==> src/cache_ctrl_pkg.sv <==
package cache_ctrl_pkg;

    // cache controller FSM
    typedef enum logic [2:0] {
        IDLE,
        LOOKUP,
        EVICT,
        FILL,
        RESPOND
    } ctrl_state_t;

    // current owner of the memory APB bus
    typedef enum logic [1:0] {
        OWN_NONE,
        OWN_FILL,
        OWN_DRAIN
    } mem_owner_t;

    // eviction write buffer entries
    localparam int EWB_DEPTH = 2;

endpackage

==> src/cache_geom_pkg.sv <==
package cache_geom_pkg;

    // byte address, and one 32-bit word per line
    localparam int ADDR_W   = 32;
    localparam int DATA_W   = 32;

    // 4-way associativity
    localparam int NUM_WAYS = 4;
    localparam int WAY_W    = 2;

    // 16 sets, index sits right above the byte offset
    localparam int NUM_SETS = 16;
    localparam int SET_W    = 4;
    localparam int OFFSET_W = 2;

    // address split is tag | set | offset
    localparam int TAG_W    = ADDR_W - SET_W - OFFSET_W;

    // tree pseudo-LRU, one root bit and two leaf bits
    localparam int PLRU_W   = 3;

endpackage
==> src/mem_arbiter.sv <==
module mem_arbiter (
    input  logic                              clk,
    input  logic                              rst,
    input  logic                              fill_req,
    input  logic [cache_geom_pkg::ADDR_W-1:0] fill_addr,
    input  logic                              drain_req,
    input  logic [cache_geom_pkg::ADDR_W-1:0] drain_addr,
    input  logic [cache_geom_pkg::DATA_W-1:0] drain_wdata,
    input  logic                              ewb_full,
    input  logic [cache_geom_pkg::DATA_W-1:0] mem_prdata,
    input  logic                              mem_pready,
    output logic                              fill_done,
    output logic [cache_geom_pkg::DATA_W-1:0] fill_rdata,
    output logic                              drain_done,
    output logic                              mem_psel,
    output logic                              mem_penable,
    output logic                              mem_pwrite,
    output logic [cache_geom_pkg::ADDR_W-1:0] mem_paddr,
    output logic [cache_geom_pkg::DATA_W-1:0] mem_pwdata
);

    import cache_ctrl_pkg::*;

    mem_owner_t owner;
    logic       pick_fill;
    logic       xfer_end;

    // fill first, but a full buffer blocks the controller so it drains first
    assign pick_fill = fill_req && !ewb_full;

    assign mem_psel   = (owner != OWN_NONE);
    assign xfer_end   = mem_penable && mem_pready;
    assign fill_done  = xfer_end && (owner == OWN_FILL);
    assign drain_done = xfer_end && (owner == OWN_DRAIN);
    assign fill_rdata = mem_prdata;

    // grant, setup, access until pready
    always_ff @(posedge clk)
    begin
        if (rst)
        begin
            owner       <= OWN_NONE;
            mem_penable <= 1'b0;
        end
        else if (owner == OWN_NONE)
        begin
            if (pick_fill)
                owner <= OWN_FILL;
            else if (drain_req)
                owner <= OWN_DRAIN;
        end
        else if (!mem_penable)
            mem_penable <= 1'b1;
        else if (mem_pready)
        begin
            owner       <= OWN_NONE;
            mem_penable <= 1'b0;
        end
    end

    // address and data frozen at grant, stable through the transfer
    always_ff @(posedge clk)
    begin
        if (owner == OWN_NONE)
        begin
            mem_pwrite <= !pick_fill;
            mem_paddr  <= pick_fill ? fill_addr : drain_addr;
            mem_pwdata <= drain_wdata;
        end
    end

endmodule

==> config.mk <==
export PLATFORM = sky130hd
export DESIGN_NAME = mem_arbiter
export DESIGN_NICKNAME = d
export VERILOG_FILES = /design/src/cache_ctrl_pkg.sv /design/src/cache_geom_pkg.sv /design/src/mem_arbiter.sv
export SDC_FILE = /design/constraint.sdc
export NUM_CORES = 1
export LEC_CHECK = 0
export BUFFER_PORTS_ARGS = -buffer_cell sky130_fd_sc_hd__buf_4
export CORE_ASPECT_RATIO = 0.7
export CORE_MARGIN = 2
export CORE_UTILIZATION = 35
export DETAILED_ROUTE_END_ITERATION = 16
export HOLD_SLACK_MARGIN = 0.08
export MAX_ROUTING_LAYER = met4
export PLACE_DENSITY = 0.84
export SLEW_MARGIN = 20
export SYNTH_ARGS = -nofsm -noshare
export SYNTH_HDL_FRONTEND = slang
export SYNTH_SLANG_ARGS = --single-unit
==> constraint.sdc <==
create_clock -name clk -period 3.3 [get_ports clk]
set_input_delay 0.33 -clock clk [delete_from_list [all_inputs] [get_ports clk]]
set_output_delay 0.33 -clock clk [all_outputs]
set_load 0.01 [all_outputs]
==> results of run 1 <==
==> kinds of logic after synthesis <==
group                  after synthesis  share of synthesized area [%]
muxes                               32                           16.2
buffers and inverters               39                           11.1
and+or+nand+nor                      8                           2.07
AOI/OAI and AO/OA                    4                           1.21
DFF                                 68                           69.4
==> routing by layer <==
metal	GRT usage [%]	share of wire [%]	up-vias
li1	-	-	831
met1	17.6	40	857
met2	22.3	50	123
met3	5.51	10	2
met4	3.66	0.18	0
met5	-	0	-
==> metrics by stage <==
step                hold slack (ps)  utilization (%)  worst slack (ps)
floorplan                       429                -               600
global placement                508             50.7              1610
detailed placement              509             50.7              1570
CTS                             173             55.0              1540
global route                    169             55.0              1440
finish                          188             55.0              1560
==> synth_stat cells, drive strengths merged <==
cell | n | area, sq um
edfxtp | 65 | 1950
buf | 36 | 312
mux2 | 32 | 469
dfxtp | 3 | 60.1
inv | 3 | 11.3
nor3b | 2 | 15.0
nor4b | 2 | 17.5
a21boi | 1 | 7.51
a32o | 1 | 10.0
nand2 | 1 | 3.75
nor2 | 1 | 3.75
nor2b | 1 | 13.8
o211a | 1 | 10.0
o21a | 1 | 7.51
or3 | 1 | 6.26
==> worst paths after layout <==
check / startpoint / to / cells past startpoint / slack (ps)
max: owner[1] / mem_psel / 3 / 1560
min: drain_wdata[27] / mem_pwdata[27] / 1 / 190
max reg2reg: owner[1] / mem_pwdata[18] / 2 / 1670
min reg2reg: mem_penable / mem_penable / 2 / 640
==> flip-flops by register name (all words and copies together), names as in the netlist <==
name         flops
mem_paddr       32
mem_penable      1
mem_pwdata      32
mem_pwrite       1
owner            2
==> area by class of cell <==
cell class	instances	area, sq um
fill	644	3570
multi-input combinational	44	572
clock inverter	6	113
tap	101	126
inverter	3	11.3
timing repair buffer	174	1310
clock buffer	10	229
sequential	68	2010
==> power by group through the flow <==
| stage | Sequential [mW] | Clock [mW] | Combinational (mW) |
|---|---|---|---|
| after floorplan | 1.21 | 0 | 0.158 |
| after global placement | 1.15 | 0 | 0.456 |
| after detailed placement | 1.15 | 0 | 0.464 |
| after CTS | 1.14 | 1.10 | 0.465 |
| after global routing | 1.15 | 1.15 | 0.487 |
| final | 1.14 | 1.08 | 0.456 |
==> results.yml, run 1 <==
status:
  status: "completed"
clock_network:
  cts_tree: "yes"
  clock_latency_ps: 320
  cts_buffer_depth: 2
  postCtsHoldBufs: 0
  htree_levels: 3
  cts_buffers: 9
  cts_resized: 0
  clkSinkCount: 68
  postCtsSetupBuffers: 0
  clkTransAtPathRegs_ps: 60
  ctsRootBufferMaster: "clkbuf_16"
setup_path:
  max_stage_delay_ps: 460
  timing_worst_setup_path_type: "flop to primary output"
  cp-end-kind: "primary output"
  critPathTopFamily: "simple AND/OR/NAND/NOR gates"
  worstPathCellList: "nor2_4 > inv_1 > buf_4"
  arrival_ps: 1410
  crit_required_ps: 2970
  cpMaxStageDelayCell: "nor2_4"
  crit_buf_inv: 2
  startpoint_type: "flop"
  crit_fanout: 19
pwr:
  p_clk_share_pct: 40.4
  p_sw_share_pct: 21.6
  p_int_mw: 2.10
  switchingPower_mw: 0.576
  p_comb_share_pct: 17.1
  seqPwrFrac_pct: 42.5
  ir_drop_mv: 0.333
  cellLeakagePower_nw: 1.96
  power_density_mw_per_mm2: 611
  p_total_mw: 2.67
sta:
  tns_ps: 0
  final-max-slew-violation-count: 0
  slew_headroom_pct: 65.5
  fmax_ghz: 0.574
  setup_violations: 0
  post-route-period-util_pct: 52.8
  worstMarginPinSlew_ps: 516
  clock_skew_ps: 5.35
  rsz0062_at_grt: "no"
  fin_crit_ps: 1740
  hold_violations: 0
die:
  die_area_sq_mm: 0.00904
  num_rows: 27
  io_pins: 235
  start_util_pct: 36.5
  core_sq_mm: 0.00794
  die_w_microns: 113
  die_height_microns: 80.1
layout:
  drive_gt1_share_pct: 73.4
  n_antenna_cell: 0
  num-nets-final: 434
  mostFrequentLayoutCells: "174 x buf_4, 65 x edfxtp_1, 29 x mux2_4"
  instances_no_fill: 406
  syn_to_final_growth_pct: 50.7
  final_area_sq_mm: 0.00437
  final_common_cell: "buf_4"
min_path:
  hp-class: "input pin to flop"
logic_synthesis:
  yosysSeqAreaShare_pct: 69.4
  synth.distinct_cells: 19
  synth.ff_latch_count: 68
  synth.cell_area_sq_mm: 0.00290
  yosysWarningCount: 0
  syn_avg_cell_area_sq_um: 19.2
  syn_nets: 285
  syn_inst: 151
route:
  vias: 1813
  wl_per_cell_microns: 16.2
  routed_via_density: 4.47
  drc_errors: 0
  drt_iter0_markers: 170
  wirelength_microns: 6560
  ant_nets: 0
  firstDrtPassIters: 4
global_route:
  track_usage_pct: 14.3
  antenna_found_initial: 0
  grt_pass1_vias: 1798
  grt-ovfl-total: 0
  grt_max_degree: 28
  grt_pass1_wl_microns: 9430
place:
  place_area_sq_mm: 0.00403
  dp.cells: 390
  numPortBuffers: 170
  place.gp.congestion: 0.784
  place_hpwl_microns: 5140
flow_run:
  drv_cap: 0
Note: power is estimated with default switching activity, not from simulation.
==> run 2, diff against run 1 <==
==> constraint.sdc (replaced) <==
create_clock -name clk -period 1.6 [get_ports clk]
set_input_delay 0.16 -clock clk [delete_from_list [all_inputs] [get_ports clk]]
set_output_delay 0.16 -clock clk [all_outputs]
set_load 0.01 [all_outputs]
==> run 2 against run 1 <==
- sequential share of layout area shrank 3.3 points
- wire length increased by 5.3%
- global-route usage grew 0.63 points
- power increased by 110%
==> results.yml, run 2 (synthesis gave the netlist of run 1 again) <==
clock_network:
  cts_tree: "yes"
  ctsRootBufferMaster: "clkbuf_16"
  cts_resized: 0
  htree_levels: 3
  clkSinkCount: 68
  cts_buffers: 9
  cts_buffer_depth: 2
  postCtsSetupBuffers: 0
  clock_latency_ps: 320
  clkTransAtPathRegs_ps: 60
sta:
  worstMarginPinSlew_ps: 352
  whs_ps: 123
  tns_ps: 0
  setup_slack_ps: 166
  fin_crit_ps: 1430
  rsz0062_at_grt: "no"
  post-route-period-util_pct: 89.6
  hold_violations: 0
  clock_skew_ps: 4.65
  setup_violations: 0
  final-max-slew-violation-count: 0
  slew_headroom_pct: 76.5
  fmax_ghz: 0.697
pwr:
  seqPwrFrac_pct: 41.7
  switchingPower_mw: 1.22
  p_int_mw: 4.39
  p_clk_share_pct: 39.9
  p_comb_share_pct: 18.4
  power_density_mw_per_mm2: 1190
  cellLeakagePower_nw: 2.10
  p_total_mw: 5.60
  ir_drop_mv: 0.547
  p_sw_share_pct: 21.7
setup_path:
  cpMaxStageDelayCell: "dfxtp_2"
  crit_required_ps: 1440
  crit_buf_inv: 3
  worstPathCellList: "nor2_4 > buf_12 > inv_1 > buf_4"
  cp-end-kind: "primary output"
  critPathTopFamily: "buffers and inverters"
  max_stage_delay_ps: 350
  crit_start: "owner[0]"
  crit_fanout: 40
  timing_worst_setup_path_type: "flop to primary output"
  r2r_slack_ps: 410
  startpoint_type: "flop"
  arrival_ps: 1270
  rr_startpoint: "owner[0]"
global_route:
  grt-ovfl-total: 0
  grt_pass1_wl_microns: 10000
  antenna_found_initial: 0
  grt_pass1_vias: 1958
  grt_max_degree: 41
  track_usage_pct: 14.9
place:
  dp_worst_setup_slack_ps: 292
  numPortBuffers: 170
  place.gp.congestion: 0.753
  place_hpwl_microns: 4840
  place_area_sq_mm: 0.00405
die:
  core_sq_mm: 0.00794
  start_util_pct: 36.5
  die_w_microns: 113
  die_area_sq_mm: 0.00904
  num_rows: 27
  io_pins: 235
  die_height_microns: 80.1
flow_run:
  drv_cap: 0
route:
  drt_iter0_markers: 97
  drc_errors: 0
  firstDrtPassIters: 4
  vias: 1930
  wirelength_microns: 6910
  wl_per_cell_microns: 15.8
  routed_via_density: 4.42
  ant_nets: 0
layout:
  multiInputGateArea_sq_um: 572
  drive_gt1_share_pct: 67.0
  reg_top3: "mem_paddr: 32 flops, mem_pwdata: 32 flops, owner: 2 flops"
  mostFrequentLayoutCells: "171 x buf_4, 65 x edfxtp_1, 32 x dlygate4sd3_1"
  seq_area_sq_mm: 0.00201
  num-nets-final: 465
  n_antenna_cell: 0
  final_common_cell: "buf_4"
  n_fill_cell: 623
  final_area_sq_mm: 0.00471
  syn_to_final_growth_pct: 62.5
min_path:
  hp-class: "input pin to flop"
  min_from: "rst"
status:
  status: "completed"
-- run 2: final timing paths --
path / cells after the start / endpoint
worst min register to register: 1 / owner[1]
worst max register to register: 2 / mem_paddr[9]
worst max-delay path: 4 / mem_psel
worst min-delay path: 3 / owner[0]
-- run 2: cell type report --
| class | instances | share of cell area, % |
|---|---|---|
| clock buffers | 10 | 4.86 |
| clock inverters | 6 | 2.39 |
| inverters | 3 | 0.239 |
| flip-flops and latches | 68 | 42.8 |
| well taps | 101 | 2.68 |
| repair buffers | 205 | 34.9 |
| multi-input cells | 44 | 12.1 |
-- run 2: metrics by stage --
| step | util [%] | cells |
|---|---|---|
| 5_1_grt | 59.3 | 437 |
| 3_5_place_dp | 51.0 | 389 |
| 2_1_floorplan | - | 151 |
| 6_report | 59.3 | 437 |
| 4_1_cts | 59.3 | 437 |
| 3_3_place_gp | 51.0 | 389 |
-- run 2: per-layer routing --
layer	wire (microns)	share of wire, %	global-route usage [%]	up-vias
li1	-	-	-	894
met1	2650	38	17.2	905
met2	3410	49	24.0	124
met3	785	11	6.19	7
met4	64	0.93	4.76	0
met5	0	0	-	-
-- run 2: power by group through the flow --
stage               Combinational [mW]  Clock, mW  Sequential (mW)
floorplan                        0.328          0             2.50
finish                            1.03       2.24             2.34
global route                      1.10       2.38             2.36
CTS                               1.04       2.31             2.34
detailed placement               0.973          0             2.37
global placement                 0.952          0             2.37
-- run 2: worst register-to-register path, delay by kind of cell, from the launching register on --
| family | cells | cell delay [ps] |
|---|---|---|
| buffers and inverters | 1 | 350 |
| and+or+nand+nor | 1 | 140 |
| DFF | 1 | 350 |
-- run 2: what timing repair did --
action | CTS | global route
endpoints found under the hold margin | 32 | 0
hold buffers | 32 | 0
endpoints found under the setup margin | 0 | 0
==> run 3, diff against run 2 <==
--- a/config.mk
+++ b/config.mk
@@ -12,7 +12,7 @@
 export DETAILED_ROUTE_END_ITERATION = 16
 export HOLD_SLACK_MARGIN = 0.08
 export MAX_ROUTING_LAYER = met4
-export PLACE_DENSITY = 0.84
+export PLACE_DENSITY = 0.79
 export SLEW_MARGIN = 20
 export SYNTH_ARGS = -nofsm -noshare
 export SYNTH_HDL_FRONTEND = slang
==> constraint.sdc (replaced) <==
create_clock -name clk -period 1.6 [get_ports clk]
set_input_delay 0.16 -clock clk [delete_from_list [all_inputs] [get_ports clk]]
set_output_delay 0.16 -clock clk [all_outputs]
set_load 0.1 [all_outputs]
==> run 3 against run 2 <==
- clock power shrank 6%
- combinational power rose to 2.6 times the previous value
- power rose by 27%
- sequential share of layout area fell by 0.48 points
- design area rose by 1.3%
==> results.yml, run 3 (synthesis gave the netlist of run 1 again) <==
status:
  status: "completed"
clock_network:
  clock_latency_ps: 330
  cts_buffers: 9
  ctsRootBufferMaster: "clkbuf_16"
  cts_resized: 0
  clkTransAtPathRegs_ps: 50
  clkSinkCount: 68
  cts_buffer_depth: 2
  htree_levels: 3
  cts_tree: "yes"
route:
  ant_nets: 0
  drc_errors: 0
  vias: 1966
  routed_via_density: 4.47
  wirelength_microns: 7480
  firstDrtPassIters: 4
  wl_per_cell_microns: 17.0
  drt_iter0_markers: 101
setup_path:
  r2r-end: "mem_pwdata[10]"
  crit_fanout: 17
  startpoint_type: "flop"
  arrival_ps: 1340
  rr_startpoint: "owner[1]"
  timing_worst_setup_path_type: "flop to primary output"
  cpMaxStageDelayCell: "dfxtp_2"
  cp-end-kind: "primary output"
  rr_worst_depth: 3
  max_stage_delay_ps: 430
  crit_buf_inv: 3
  worstPathCellList: "nor2_4 > buf_12 > inv_1 > buf_4"
  crit_required_ps: 1440
  critPathTopFamily: "buffers and inverters"
  r2r_slack_ps: 440
pwr:
  p_int_mw: 4.29
  p_comb_share_pct: 37.4
  power_density_mw_per_mm2: 1490
  cellLeakagePower_nw: 2.12
  ir_drop_mv: 1.13
  switchingPower_mw: 2.82
  p_clk_share_pct: 29.6
  p_total_mw: 7.11
  p_sw_share_pct: 39.7
  seqPwrFrac_pct: 33.0
sta:
  worstMarginPinSlew_ps: 277
  fmax_ghz: 0.667
  whs_ps: 115
  rsz0062_at_grt: "no"
  clock_skew_ps: 2.82
  slew_headroom_pct: 81.3
  final-max-slew-violation-count: 0
  setup_violations: 0
  post-route-period-util_pct: 93.7
  fin_crit_ps: 1500
  hold_violations: 0
  tns_ps: 0
layout:
  syn_to_final_growth_pct: 64.6
  num-nets-final: 468
  mostFrequentLayoutCells: "172 x buf_4, 65 x edfxtp_1, 32 x dlygate4sd3_1"
  reg_top3: "mem_paddr: 32 flops, mem_pwdata: 32 flops, owner: 2 flops"
  multiInputGateArea_sq_um: 602
  drive_gt1_share_pct: 68.4
  seq_area_sq_mm: 0.00202
  instances_no_fill: 440
  final_common_cell: "buf_4"
  n_antenna_cell: 0
  n_fill_cell: 580
global_route:
  antenna_found_initial: 0
  grt_pass1_vias: 1975
  grt-ovfl-total: 0
  grt_pass1_wl_microns: 10400
  track_usage_pct: 16.2
  grt_max_degree: 34
place:
  place.gp.congestion: 0.758
  numPortBuffers: 170
  dp.cells: 390
  place_hpwl_microns: 5150
die:
  num_rows: 27
  die_w_microns: 113
  start_util_pct: 36.5
  die_height_microns: 80.1
  core_sq_mm: 0.00794
  die_area_sq_mm: 0.00904
  io_pins: 235
min_path:
  hold_end: "owner[0]"
  hp-class: "input pin to flop"
  min_from: "rst"
  whs_path_depth: 3
flow_run:
  drv_cap: 0
run 3: what timing repair did:
action / CTS / global route
endpoints found under the setup margin: 0 / 1
endpoints found under the hold margin: 32 / 0
setup buffers: 0 / 1
hold buffers: 32 / 0
run 3: worst reg2reg max path, cell delays in order (launching register included):
cell,delay [ps]
dfxtp_2,370
nor2_4,160
buf_12,170
buf_12,170
run 3: area by class of cell:
type                    count  share of cell area [%]
repair buffers            208                    35.6
inverters                   3                   0.236
flip-flops and latches     68                    42.3
well taps                 101                    2.65
clock buffers              10                    4.80
multi-input cells          44                    12.6
clock inverters             6                    1.86
run 3: power groups by stage:
stage	Clock [mW]	Sequential (mW)	Combinational, mW
after floorplan	0	4.03	0.669
after global placement	0	2.37	2.55
after detailed placement	0	2.38	2.57
after CTS	2.15	2.35	2.63
after global routing	2.25	2.37	2.72
final	2.10	2.35	2.66
run 3: routing by layer:
layer / vias up / routed length (microns) / track usage (%)
met3: 8 / 797 / 7.62
met5: - / 0 / -
met2: 127 / 3640 / 25.0
met4: 0 / 76 / 6.34
li1: 901 / - / -
met1: 930 / 2960 / 18.5
run 3: how the worst max path moves through the flow:
stage | cells after the start | to | slack [ps] | startpoint
5_1_grt | 4 | mem_psel | 40 | owner[1]
4_1_cts | 4 | mem_psel | 50 | owner[0]
3_3_place_gp | 4 | mem_paddr[25] | 310 | ewb_full
2_1_floorplan | 2 | mem_psel | -730 | owner[0]
6_report | 4 | mem_psel | 100 | owner[1]
3_5_place_dp | 4 | mem_paddr[25] | 270 | ewb_full
run 3: metrics by stage:
step | area (sq um) | utilization, % | setup WS [ps]
after floorplan | 2940 | - | -726
after global placement | 4100 | 51.7 | 309
after detailed placement | 4100 | 51.7 | 275
after CTS | 4740 | 59.7 | 52.6
after global routing | 4770 | 60.1 | 38.4
final | 4770 | 60.1 | 101
